### config.mk
export PLATFORM = sky130hd
export DESIGN_NAME = mpq_engine
export DESIGN_NICKNAME = d
export VERILOG_FILES = /design/src/hdl/mpq_pkg.sv /design/src/hdl/packet_queues.sv /design/src/hdl/mpq_fsm.sv /design/src/hdl/mpq_meta_store.sv /design/src/hdl/mpq_rr_arbiter.sv /design/src/hdl/task_issue.sv /design/src/hdl/mpq_engine.sv
export SDC_FILE = /design/constraint.sdc
export NUM_CORES = 2
export LEC_CHECK = 0
export BUFFER_PORTS_ARGS = -buffer_cell sky130_fd_sc_hd__buf_2
export CAP_MARGIN = 5
export CORE_ASPECT_RATIO = 1.1
export CORE_UTILIZATION = 40
export CTS_CLUSTER_DIAMETER = 120
export DETAILED_ROUTE_END_ITERATION = 16
export PLACE_DENSITY = 0.55
export SYNTH_ARGS = -nofsm -noshare
export SYNTH_HDL_FRONTEND = slang
export SYNTH_SLANG_ARGS = --single-unit
### constraint.sdc
create_clock -name clk_i -period 12.58 [get_ports clk_i]
set_input_delay 0.629 -clock clk_i [delete_from_list [all_inputs] [get_ports clk_i]]
set_output_delay 0.629 -clock clk_i [all_outputs]
set_load 0.01 [all_outputs]
### src/hdl/mpq_pkg.sv
package mpq_pkg;

    // queue geometry
    localparam int unsigned NUM_MPQ     = 4;
    localparam int unsigned MPQ_IDX_W   = $clog2(NUM_MPQ);
    localparam int unsigned QUEUE_DEPTH = 4;
    localparam int unsigned QUEUE_PTR_W = $clog2(QUEUE_DEPTH);

    // the in-flight count can run ahead of the queue depth, so leave headroom
    localparam int unsigned CNT_W = $clog2(QUEUE_DEPTH) + 6;

    localparam int unsigned ADDR_W  = 32;
    localparam int unsigned SIZE_W  = 16;

    // message id as seen on the HER and feedback ports, low bits pick the MPQ
    localparam int unsigned MSGID_W = 8;

    typedef enum logic [2:0] {
        Free,
        Header,
        HeaderRunning,
        Payload,
        PayloadDraining,
        Completion,
        CompletionRunning
    } mpq_lstate_t;

    typedef struct packed {
        logic [ADDR_W-1:0] hh_addr;
        logic [SIZE_W-1:0] hh_size;
        logic [ADDR_W-1:0] ph_addr;
        logic [SIZE_W-1:0] ph_size;
        logic [ADDR_W-1:0] th_addr;
        logic [SIZE_W-1:0] th_size;
    } mpq_meta_t;

    typedef struct packed {
        logic [ADDR_W-1:0] pkt_addr;
        logic [SIZE_W-1:0] pkt_size;
    } mpq_pkt_t;

    typedef struct packed {
        mpq_lstate_t      lstate;
        logic [CNT_W-1:0] length;
        logic [CNT_W-1:0] in_flight;
        logic             eom_seen;
        logic             has_completion;
    } mpq_t;

    typedef struct packed {
        logic [MPQ_IDX_W-1:0] msg_idx;
        logic [ADDR_W-1:0]    handler_addr;
        logic [SIZE_W-1:0]    handler_size;
        logic [ADDR_W-1:0]    pkt_addr;
        logic [SIZE_W-1:0]    pkt_size;
    } handler_task_t;

endpackage

### src/hdl/packet_queues.sv
module packet_queues
    import mpq_pkg::*;
(
    input  logic                 clk_i,
    input  logic                 rst_ni,
    input  logic                 push_i,
    input  logic [MPQ_IDX_W-1:0] push_idx_i,
    input  mpq_pkt_t             push_pkt_i,
    input  logic                 pop_i,
    input  logic [MPQ_IDX_W-1:0] pop_idx_i,
    output mpq_pkt_t             head_o,
    output logic [NUM_MPQ-1:0]   full_o
);

    logic [NUM_MPQ-1:0][QUEUE_PTR_W-1:0] wr_ptr_q;
    logic [NUM_MPQ-1:0][QUEUE_PTR_W-1:0] rd_ptr_q;
    logic [NUM_MPQ-1:0][QUEUE_PTR_W:0]   count_q;
    logic [NUM_MPQ-1:0]                  push_en;
    logic [NUM_MPQ-1:0]                  pop_en;

    mpq_pkt_t slots_q [NUM_MPQ][QUEUE_DEPTH];

    function automatic logic [QUEUE_PTR_W-1:0] next_ptr(input logic [QUEUE_PTR_W-1:0] ptr);
        return (ptr == QUEUE_PTR_W'(QUEUE_DEPTH - 1)) ? '0 : ptr + 1'b1;
    endfunction

    // decode the push and pop ports per queue
    always_comb begin
        for (int i = 0; i < NUM_MPQ; i++) begin
            push_en[i] = push_i && (push_idx_i == MPQ_IDX_W'(i));
            pop_en[i]  = pop_i && (pop_idx_i == MPQ_IDX_W'(i));
            full_o[i]  = (count_q[i] == (QUEUE_PTR_W + 1)'(QUEUE_DEPTH));
        end
    end

    always_ff @(posedge clk_i or negedge rst_ni) begin
        if (!rst_ni) begin
            wr_ptr_q <= '0;
            rd_ptr_q <= '0;
            count_q  <= '0;
        end else begin
            for (int i = 0; i < NUM_MPQ; i++) begin
                if (push_en[i]) begin
                    wr_ptr_q[i] <= next_ptr(wr_ptr_q[i]);
                end
                if (pop_en[i]) begin
                    rd_ptr_q[i] <= next_ptr(rd_ptr_q[i]);
                end
                // push and pop together leave the fill level alone
                if (push_en[i] && !pop_en[i]) begin
                    count_q[i] <= count_q[i] + 1'b1;
                end else if (!push_en[i] && pop_en[i]) begin
                    count_q[i] <= count_q[i] - 1'b1;
                end
            end
        end
    end

    always_ff @(posedge clk_i) begin
        if (push_i) begin
            slots_q[push_idx_i][wr_ptr_q[push_idx_i]] <= push_pkt_i;
        end
    end

    // head of the queue being looked at by the arbiter
    assign head_o = slots_q[pop_idx_i][rd_ptr_q[pop_idx_i]];

endmodule

### src/hdl/mpq_fsm.sv
module mpq_fsm
    import mpq_pkg::*;
(
    input  logic her_new_i,
    input  logic task_sent_i,
    input  logic feedback_i,
    input  logic her_has_hh_i,
    input  logic her_has_th_i,
    input  logic her_eom_i,
    input  mpq_t mpq_i,
    output mpq_t mpq_o,
    output logic update_o
);

    logic pkt_push;
    logic pkt_issue;

    assign pkt_push  = her_new_i;
    // only payload tasks consume a counted packet
    assign pkt_issue = task_sent_i && (mpq_i.lstate == Payload);
    assign update_o  = her_new_i || task_sent_i || feedback_i;

    always_comb begin
        mpq_o = mpq_i;

        case ({pkt_push, pkt_issue})
            2'b10:   mpq_o.length = mpq_i.length + 1'b1;
            2'b01:   mpq_o.length = mpq_i.length - 1'b1;
            default: mpq_o.length = mpq_i.length;
        endcase

        case ({task_sent_i, feedback_i})
            2'b10:   mpq_o.in_flight = mpq_i.in_flight + 1'b1;
            2'b01:   mpq_o.in_flight = mpq_i.in_flight - 1'b1;
            default: mpq_o.in_flight = mpq_i.in_flight;
        endcase

        if (her_new_i && her_eom_i) begin
            mpq_o.eom_seen = 1'b1;
        end

        case (mpq_i.lstate)
            Free: begin
                // first HER opens the message
                if (her_new_i) begin
                    mpq_o.lstate         = her_has_hh_i ? Header : Payload;
                    mpq_o.has_completion = her_has_th_i;
                end
            end
            Header: begin
                if (task_sent_i) begin
                    mpq_o.lstate = HeaderRunning;
                end
            end
            HeaderRunning: begin
                // payloads wait until the header handler has finished
                if (feedback_i) begin
                    mpq_o.lstate = Payload;
                end
            end
            Payload: begin
                if (task_sent_i && mpq_i.eom_seen && (mpq_i.length == CNT_W'(1))) begin
                    mpq_o.lstate = PayloadDraining;
                end
            end
            PayloadDraining: begin
                if (feedback_i && (mpq_i.in_flight == CNT_W'(1))) begin
                    mpq_o.lstate = mpq_i.has_completion ? Completion : Free;
                end
            end
            Completion: begin
                if (task_sent_i) begin
                    mpq_o.lstate = CompletionRunning;
                end
            end
            CompletionRunning: begin
                if (feedback_i) begin
                    mpq_o.lstate = Free;
                end
            end
            default: mpq_o.lstate = Free;
        endcase

        // a finished message leaves no flags behind for the next one on this queue
        if ((mpq_i.lstate != Free) && (mpq_o.lstate == Free)) begin
            mpq_o.eom_seen       = 1'b0;
            mpq_o.has_completion = 1'b0;
        end
    end

endmodule

### src/hdl/mpq_meta_store.sv
module mpq_meta_store
    import mpq_pkg::*;
(
    input  logic                 clk_i,
    input  logic                 rst_ni,
    input  logic                 we_i,
    input  logic [MPQ_IDX_W-1:0] waddr_i,
    input  mpq_meta_t            wdata_i,
    input  logic                 re_i,
    input  logic [MPQ_IDX_W-1:0] raddr_i,
    output mpq_meta_t            rdata_o
);

    mpq_meta_t entries_q [NUM_MPQ];
    mpq_meta_t rdata_q;

    always_ff @(posedge clk_i) begin
        if (we_i) begin
            entries_q[waddr_i] <= wdata_i;
        end
    end

    // read data shows up one cycle after the read and holds until the next one
    always_ff @(posedge clk_i or negedge rst_ni) begin
        if (!rst_ni) begin
            rdata_q <= '0;
        end else if (re_i) begin
            rdata_q <= entries_q[raddr_i];
        end
    end

    assign rdata_o = rdata_q;

endmodule

### src/hdl/mpq_rr_arbiter.sv
module mpq_rr_arbiter
    import mpq_pkg::*;
(
    input  logic                 clk_i,
    input  logic                 rst_ni,
    input  logic [NUM_MPQ-1:0]   req_i,
    input  logic                 gnt_i,
    output logic                 valid_o,
    output logic [MPQ_IDX_W-1:0] idx_o
);

    logic [MPQ_IDX_W-1:0] last_q;
    logic [MPQ_IDX_W-1:0] lock_idx_q;
    logic                 lock_q;
    logic [MPQ_IDX_W-1:0] pick_idx;
    logic                 pick_valid;

    // search starts just after the last granted queue
    always_comb begin
        int cand;
        pick_valid = 1'b0;
        pick_idx   = last_q;
        for (int k = 1; k <= NUM_MPQ; k++) begin
            cand = (int'(last_q) + k) % NUM_MPQ;
            if (!pick_valid && req_i[cand]) begin
                pick_valid = 1'b1;
                pick_idx   = MPQ_IDX_W'(cand);
            end
        end
    end

    // an offered choice stays put until it is taken
    assign valid_o = lock_q || pick_valid;
    assign idx_o   = lock_q ? lock_idx_q : pick_idx;

    always_ff @(posedge clk_i or negedge rst_ni) begin
        if (!rst_ni) begin
            last_q     <= MPQ_IDX_W'(NUM_MPQ - 1);
            lock_q     <= 1'b0;
            lock_idx_q <= '0;
        end else begin
            lock_q     <= valid_o && !gnt_i;
            lock_idx_q <= idx_o;
            if (valid_o && gnt_i) begin
                last_q <= idx_o;
            end
        end
    end

endmodule

### src/hdl/task_issue.sv
module task_issue
    import mpq_pkg::*;
(
    input  logic                 clk_i,
    input  logic                 rst_ni,
    input  logic                 arb_valid_i,
    input  logic [MPQ_IDX_W-1:0] arb_idx_i,
    output logic                 arb_ready_o,
    input  mpq_lstate_t          lstate_i,
    input  mpq_meta_t            meta_i,
    input  mpq_pkt_t             head_i,
    input  logic                 task_ready_i,
    output logic                 task_valid_o,
    output handler_task_t        task_o
);

    typedef enum logic [1:0] {Idle, Ready, Stalled} issue_state_t;

    issue_state_t         state_q;
    issue_state_t         state_d;
    logic                 grant;
    logic [MPQ_IDX_W-1:0] sel_idx_q;
    mpq_lstate_t          sel_lstate_q;
    mpq_pkt_t             sel_pkt_q;
    handler_task_t        new_task;
    handler_task_t        task_q;

    // a new grant is taken when the output slot is empty or being drained
    assign arb_ready_o = (state_q == Idle) || task_ready_i;
    assign grant       = arb_valid_i && arb_ready_o;

    always_comb begin
        if (grant) begin
            state_d = Ready;
        end else if ((state_q != Idle) && !task_ready_i) begin
            state_d = Stalled;
        end else begin
            state_d = Idle;
        end
    end

    always_ff @(posedge clk_i or negedge rst_ni) begin
        if (!rst_ni) begin
            state_q      <= Idle;
            sel_idx_q    <= '0;
            sel_lstate_q <= Free;
        end else begin
            state_q <= state_d;
            if (grant) begin
                sel_idx_q    <= arb_idx_i;
                sel_lstate_q <= lstate_i;
            end
        end
    end

    // the head moves on with the pop, so take a copy at grant time
    always_ff @(posedge clk_i) begin
        if (grant) begin
            sel_pkt_q <= head_i;
        end
        task_q <= task_o;
    end

    // meta_i arrives one cycle after the grant, in step with the Ready state
    always_comb begin
        new_task.msg_idx  = sel_idx_q;
        new_task.pkt_addr = sel_pkt_q.pkt_addr;
        new_task.pkt_size = sel_pkt_q.pkt_size;
        case (sel_lstate_q)
            Header: begin
                new_task.handler_addr = meta_i.hh_addr;
                new_task.handler_size = meta_i.hh_size;
            end
            Completion: begin
                new_task.handler_addr = meta_i.th_addr;
                new_task.handler_size = meta_i.th_size;
            end
            default: begin
                new_task.handler_addr = meta_i.ph_addr;
                new_task.handler_size = meta_i.ph_size;
            end
        endcase
    end

    assign task_valid_o = (state_q != Idle);
    assign task_o       = (state_q == Ready) ? new_task : task_q;

endmodule

### src/hdl/mpq_engine.sv
module mpq_engine
    import mpq_pkg::*;
(
    input  logic               clk_i,
    input  logic               rst_ni,
    input  logic               her_valid_i,
    input  logic [MSGID_W-1:0] her_msgid_i,
    input  mpq_pkt_t           her_pkt_i,
    input  logic               her_eom_i,
    input  mpq_meta_t          her_meta_i,
    output logic               her_ready_o,
    input  logic               feedback_valid_i,
    input  logic [MSGID_W-1:0] feedback_msgid_i,
    input  logic               task_ready_i,
    output logic               task_valid_o,
    output handler_task_t      task_o
);

    mpq_t [NUM_MPQ-1:0]   mpq_q;
    mpq_t [NUM_MPQ-1:0]   mpq_d;
    logic [MPQ_IDX_W-1:0] her_idx;
    logic [MPQ_IDX_W-1:0] fb_idx;
    logic [MPQ_IDX_W-1:0] arb_idx;
    logic                 her_accept;
    logic                 grant;
    logic                 arb_valid;
    logic                 arb_ready;
    logic                 pop;
    logic                 last_pkt;
    logic                 her_has_hh;
    logic                 her_has_th;
    logic [NUM_MPQ-1:0]   full;
    logic [NUM_MPQ-1:0]   mpq_ready;
    mpq_pkt_t             head;
    mpq_meta_t            meta_rd;
    mpq_t                 her_fsm_s;
    mpq_t                 sent_fsm_s;
    mpq_t                 fb_fsm_s;
    logic                 her_upd;
    logic                 sent_upd;
    logic                 fb_upd;

    assign her_idx    = her_msgid_i[MPQ_IDX_W-1:0];
    assign fb_idx     = feedback_msgid_i[MPQ_IDX_W-1:0];
    assign her_ready_o = !full[her_idx];
    assign her_accept = her_valid_i && her_ready_o;
    assign grant      = arb_valid && arb_ready;
    assign her_has_hh = (her_meta_i.hh_addr != '0);
    assign her_has_th = (her_meta_i.th_addr != '0);

    // the EOM packet stays queued when a completion task still needs it
    assign last_pkt = mpq_q[arb_idx].eom_seen && (mpq_q[arb_idx].length == CNT_W'(1));
    assign pop = grant && (((mpq_q[arb_idx].lstate == Payload) &&
                            !(last_pkt && mpq_q[arb_idx].has_completion)) ||
                           (mpq_q[arb_idx].lstate == Completion));

    packet_queues u_packet_queues (
        .clk_i      (clk_i),
        .rst_ni     (rst_ni),
        .push_i     (her_accept),
        .push_idx_i (her_idx),
        .push_pkt_i (her_pkt_i),
        .pop_i      (pop),
        .pop_idx_i  (arb_idx),
        .head_o     (head),
        .full_o     (full)
    );

    mpq_meta_store u_meta_store (
        .clk_i   (clk_i),
        .rst_ni  (rst_ni),
        .we_i    (her_accept && (mpq_q[her_idx].lstate == Free)),
        .waddr_i (her_idx),
        .wdata_i (her_meta_i),
        .re_i    (grant),
        .raddr_i (arb_idx),
        .rdata_o (meta_rd)
    );

    always_comb begin
        for (int i = 0; i < NUM_MPQ; i++) begin
            mpq_ready[i] = (mpq_q[i].lstate == Header) || (mpq_q[i].lstate == Completion) ||
                           ((mpq_q[i].lstate == Payload) && (mpq_q[i].length != '0));
        end
    end

    mpq_rr_arbiter u_arbiter (
        .clk_i   (clk_i),
        .rst_ni  (rst_ni),
        .req_i   (mpq_ready),
        .gnt_i   (arb_ready),
        .valid_o (arb_valid),
        .idx_o   (arb_idx)
    );

    task_issue u_task_issue (
        .clk_i        (clk_i),
        .rst_ni       (rst_ni),
        .arb_valid_i  (arb_valid),
        .arb_idx_i    (arb_idx),
        .arb_ready_o  (arb_ready),
        .lstate_i     (mpq_q[arb_idx].lstate),
        .meta_i       (meta_rd),
        .head_i       (head),
        .task_ready_i (task_ready_i),
        .task_valid_o (task_valid_o),
        .task_o       (task_o)
    );

    // up to three queues move per cycle, each view sees every event on its own index
    mpq_fsm u_her_fsm (
        .her_new_i    (her_accept),
        .task_sent_i  (grant && (arb_idx == her_idx)),
        .feedback_i   (feedback_valid_i && (fb_idx == her_idx)),
        .her_has_hh_i (her_has_hh),
        .her_has_th_i (her_has_th),
        .her_eom_i    (her_eom_i),
        .mpq_i        (mpq_q[her_idx]),
        .mpq_o        (her_fsm_s),
        .update_o     (her_upd)
    );

    mpq_fsm u_sent_fsm (
        .her_new_i    (her_accept && (her_idx == arb_idx)),
        .task_sent_i  (grant),
        .feedback_i   (feedback_valid_i && (fb_idx == arb_idx)),
        .her_has_hh_i (her_has_hh),
        .her_has_th_i (her_has_th),
        .her_eom_i    (her_eom_i),
        .mpq_i        (mpq_q[arb_idx]),
        .mpq_o        (sent_fsm_s),
        .update_o     (sent_upd)
    );

    mpq_fsm u_fb_fsm (
        .her_new_i    (her_accept && (her_idx == fb_idx)),
        .task_sent_i  (grant && (arb_idx == fb_idx)),
        .feedback_i   (feedback_valid_i),
        .her_has_hh_i (her_has_hh),
        .her_has_th_i (her_has_th),
        .her_eom_i    (her_eom_i),
        .mpq_i        (mpq_q[fb_idx]),
        .mpq_o        (fb_fsm_s),
        .update_o     (fb_upd)
    );

    // views sharing an index compute the same result, so write order is free
    always_comb begin
        mpq_d = mpq_q;
        if (her_upd) begin
            mpq_d[her_idx] = her_fsm_s;
        end
        if (sent_upd) begin
            mpq_d[arb_idx] = sent_fsm_s;
        end
        if (fb_upd) begin
            mpq_d[fb_idx] = fb_fsm_s;
        end
    end

    always_ff @(posedge clk_i or negedge rst_ni) begin
        if (!rst_ni) begin
            mpq_q <= '0;
        end else begin
            mpq_q <= mpq_d;
        end
    end

endmodule

==> results.txt <==
For the number of buffers on the longest clock path, the log shows 3. The post-route core utilization was 0.466. The tools report the number of hold violations in the final report as 0.

The number of clock buffers added by TritonCTS is 185. From bottom edge to top edge, the die measures 455 microns. The critical path data arrival time is 7.72 ns, and the number of port buffers is 301. The worst max-slew margin expressed relative to the limit is 0.236, and the data required time of the critical path is 13.31 ns. For this run, the number of Yosys warnings is 0.

The run finished with clean final reports. Setup total negative slack on the finished layout was measured at 0 ns. The run gives 4 as the number of levels the H-tree was split into. The final setup slack of the worst path was 5.59 ns.

The number of setup violations in the final report was 0. Synthesis inferred 1758 register bits. Cell taking the most area after synthesis: sky130_fd_sc_hd__edfxtp_1.

In the routed design, unresolved DRC markers number 0. The residual antenna-violating net count after detailed routing came out at 0. The critical path is of the reg2reg type. The mapped netlist covers 74700 sq um. The top-area cell type share of the netlist area is 0.560, and the transition time of the tightest slew-check pin is 1.15 ns. Across the routed clock network, the largest skew measured is 0.0588 ns. The share of final-layout standard cells stronger than drive strength 1 came out at 0.132. STA classifies the critical path endpoint as a flop. The routed layout has 50.8k vias. The worst setup timing slack at the placement stage is 5.76 ns.

The area growth from synthesis to layout was 15.1%. In this run the count of I/O pins placed on the die edge is 314. The delay contributed by the slowest stage of the critical path works out to 0.84 ns. The site row count is 165. The tool flagged a number of max-cap violations equal to 0. The path class of the tightest hold or removal check is in2reg.

The tools report the number of global-route vias before repair as 48.7k. The core region is 185000 sq um. The number of nets handed over by synthesis was 6585.

The slowest cell on the critical path was sky130_fd_sc_hd__mux4_2. Setup repair after global routing left no endpoint under its margin. For the placer's final routability congestion estimate, the log shows 0.882. Static timing analysis puts the maximum clock frequency at 143 MHz.

Counting tap cells, the placed design contains a total of 8714 instances. The tools report the iteration-0 DRC count of the detailed router as 4358. Number of fill cells in the layout: 16.7k.

TritonCTS built the clock tree. The aggregate global-route resource usage was 0.224. STA classifies the critical path startpoint as a flop. The die width is 414 microns.

The clock drives 1758 sinks. The number of different library cells in the post-synthesis netlist was 78; the effective utilization at floorplan was 0.405. The mean instance size in the synthesized netlist works out to 11.8 sq um.

The tools report the share of the yosys chip area belonging to registers as 0.676. Full die area: 188000 sq um. Time the worst path needs with I/O delays and setup: 6.99 ns.

The tools report the largest net degree at the start of global routing as 245. The first global-routing pass estimated 319000 microns of wire. The fraction of registers with async set or reset after synthesis works out to 0.152.

The aggregate global routing overflow was 0. The most used flip-flop cell after synthesis was sky130_fd_sc_hd__edfxtp_1. In the synthesized netlist, the number of instances is 6325.

After the last flow step, the layout net total stands at 6875. The signal on the critical path passes through nor4_1 -> a21oi_1 -> a211oi_1 -> a22oi_1 -> o22ai_1 -> a21o_4 -> clkinv_16 -> mux4_2 -> inv_1 -> ha_1 -> nand2_1 -> nor4b_1 -> o22ai_1 -> nand3_1 -> ha_1 -> inv_1 -> fa_1 -> xor2_1 -> nor2_1 -> xor2_1. The tools report the initial antenna violation count as 55.

Most common cell in the netlist: sky130_fd_sc_hd__nand2_1. Number of enable flip-flop cells after synthesis: 1392. Dividing the detail-routed via count by the number of cells gives 5.52. The clock reaches the later pin of the worst-skew pair after 0.86 ns.

After synthesis, the cell types taking the most area are sky130_fd_sc_hd__edfxtp_1 56%, sky130_fd_sc_hd__nand2_1 9.3%, sky130_fd_sc_hd__dfrtp_1 8.9%, sky130_fd_sc_hd__nand3_1 3.5%, sky130_fd_sc_hd__dfxtp_1 2.6%. The final critical-path share of the clock period is 0.556. The final-report max-slew violation count came out at 0. Before antenna repair, the detailed router went through 7 iterations. Detailed placement ended at an HPWL of 118000 microns.

In the final routed layout, each cell accounts on average for 23.4 microns. The routed design has 215000 microns of wire. Counting instances in the post-synthesis netlist gives the leading cell types as 1847 x sky130_fd_sc_hd__nand2_1, 1392 x sky130_fd_sc_hd__edfxtp_1, 529 x sky130_fd_sc_hd__nand3_1.

The tree is rooted in a sky130_fd_sc_hd__clkbuf_16. Excluding fillers, the count of instances in the completed layout stands at 9206. Clock-pin slew was measured on the worst setup and hold paths at 0.06 ns. Maximum fanout along the worst path: 244.
[kinds of logic (layout without fill, tap and decap cells)]
logic type	Yosys count	after routing	synth area share
compound gates	802	802	0.0689
xor+xnor	20	20	0.00235
fa+ha+maj	46	46	0.00811
buf+inv	464	911	0.0244
flops	1758	1758	0.676
mux	313	313	0.0545
other cells	0	13	0
simple gates	2922	2922	0.166
[per-layer routing]
| layer | track usage | up-vias | wire, microns |
|---|---|---|---|
| met5 | 0 | - | 225 |
| met2 | 0.381 | 1618 | 106000 |
| met3 | 0.0371 | 434 | 12000 |
| met1 | 0.291 | 25233 | 90500 |
| li1 | - | 23464 | - |
| met4 | 0.0737 | 34 | 6630 |
[metrics by stage]
stage / instance area [sq um] / hold WS (ns)
global placement: 78600 / 0.440
detailed placement: 78600 / 0.449
global route: 86000 / 0.0298
finish: 86000 / 0.0544
floorplan: 74700 / 0.333
CTS: 86000 / 0.00105
[critical path: cells and delay by family, from the launching register on]
kind	cells	cell delay [ns]
adder cells (fa/ha/maj)	3	0.78
AO/OA/AOI/OAI	6	1.93
XOR/XNOR	2	0.32
AND/OR/NAND/NOR	5	1.72
buffers and inverters	3	0.76
multiplexers	1	0.84
flip-flops	1	0.43
[state kept, by name, summed over array words and instances, names as in the netlist, 3 cells and up]
signal / cells
u_packet_queues.wr_ptr_q: 8
mpq_q: 84
u_task_issue.task_q: 98
u_meta_store.rdata_o: 144
u_meta_store.entries_q: 576
u_packet_queues.count_q: 12
u_task_issue.new_task: 48
u_packet_queues.slots_q: 768
u_task_issue.sel_lstate_q: 3
u_packet_queues.rd_ptr_q: 8
[layout make-up]
type	instances	area, sq um	area share
flip-flops and latches	1758	50500	0.587
multi-input cells	4103	22700	0.264
clock buffers	265	5180	0.0603
repair buffers	517	3560	0.0414
well taps	2421	3030	0.0352
clock inverters	79	822	0.00956
inverters	50	224	0.00260
diodes	13	32.5	0.000378
[what timing repair did]
action | CTS | global route
hold buffers | 134 | 0
gates resized for setup | 0 | 0
endpoints found under the hold margin | 594 | 0
buffers inserted | 0 | 0
[final timing paths]
| path | depth (start not counted) | end | startpoint | slack [ns] |
|---|---|---|---|---|
| worst max-delay path | 20 | u_packet_queues.count_q[11] | mpq_q[12] | 5.59 |
| worst min-delay path | 1 | u_meta_store.entries_q[0][21] | her_meta_i[21] | 0.05 |
| worst max register to register | 20 | u_packet_queues.count_q[11] | mpq_q[12] | 5.59 |
| worst min register to register | 2 | u_task_issue.task_q[88] | u_task_issue.task_q[88] | 0.46 |
| max in group asynchronous | 5 | u_meta_store.rdata_o[8] | rst_ni | 9.42 |
| min in group asynchronous | 2 | u_task_issue.state_q[1] | rst_ni | 0.38 |
[cell usage in the layout (no fill, tap or decap), types with 98 or more instances in the layout]
master                             n
sky130_fd_sc_hd__nand2_1        1847
sky130_fd_sc_hd__edfxtp_1       1392
sky130_fd_sc_hd__nand3_1         529
sky130_fd_sc_hd__buf_2           300
sky130_fd_sc_hd__dfrtp_1         265
sky130_fd_sc_hd__o21ai_0         260
sky130_fd_sc_hd__nor2_1          231
sky130_fd_sc_hd__clkbuf_16       186
sky130_fd_sc_hd__a21oi_1         180
sky130_fd_sc_hd__a311oi_1        147
sky130_fd_sc_hd__dlygate4sd3_1   134
sky130_fd_sc_hd__mux2_2          127
sky130_fd_sc_hd__mux2i_1         123
sky130_fd_sc_hd__and3_1          108
sky130_fd_sc_hd__dfxtp_1          98
Power is left out: the tool's default activity adds up to more than one toggle a clock period on the data nets, which glitch-free logic cannot reach.
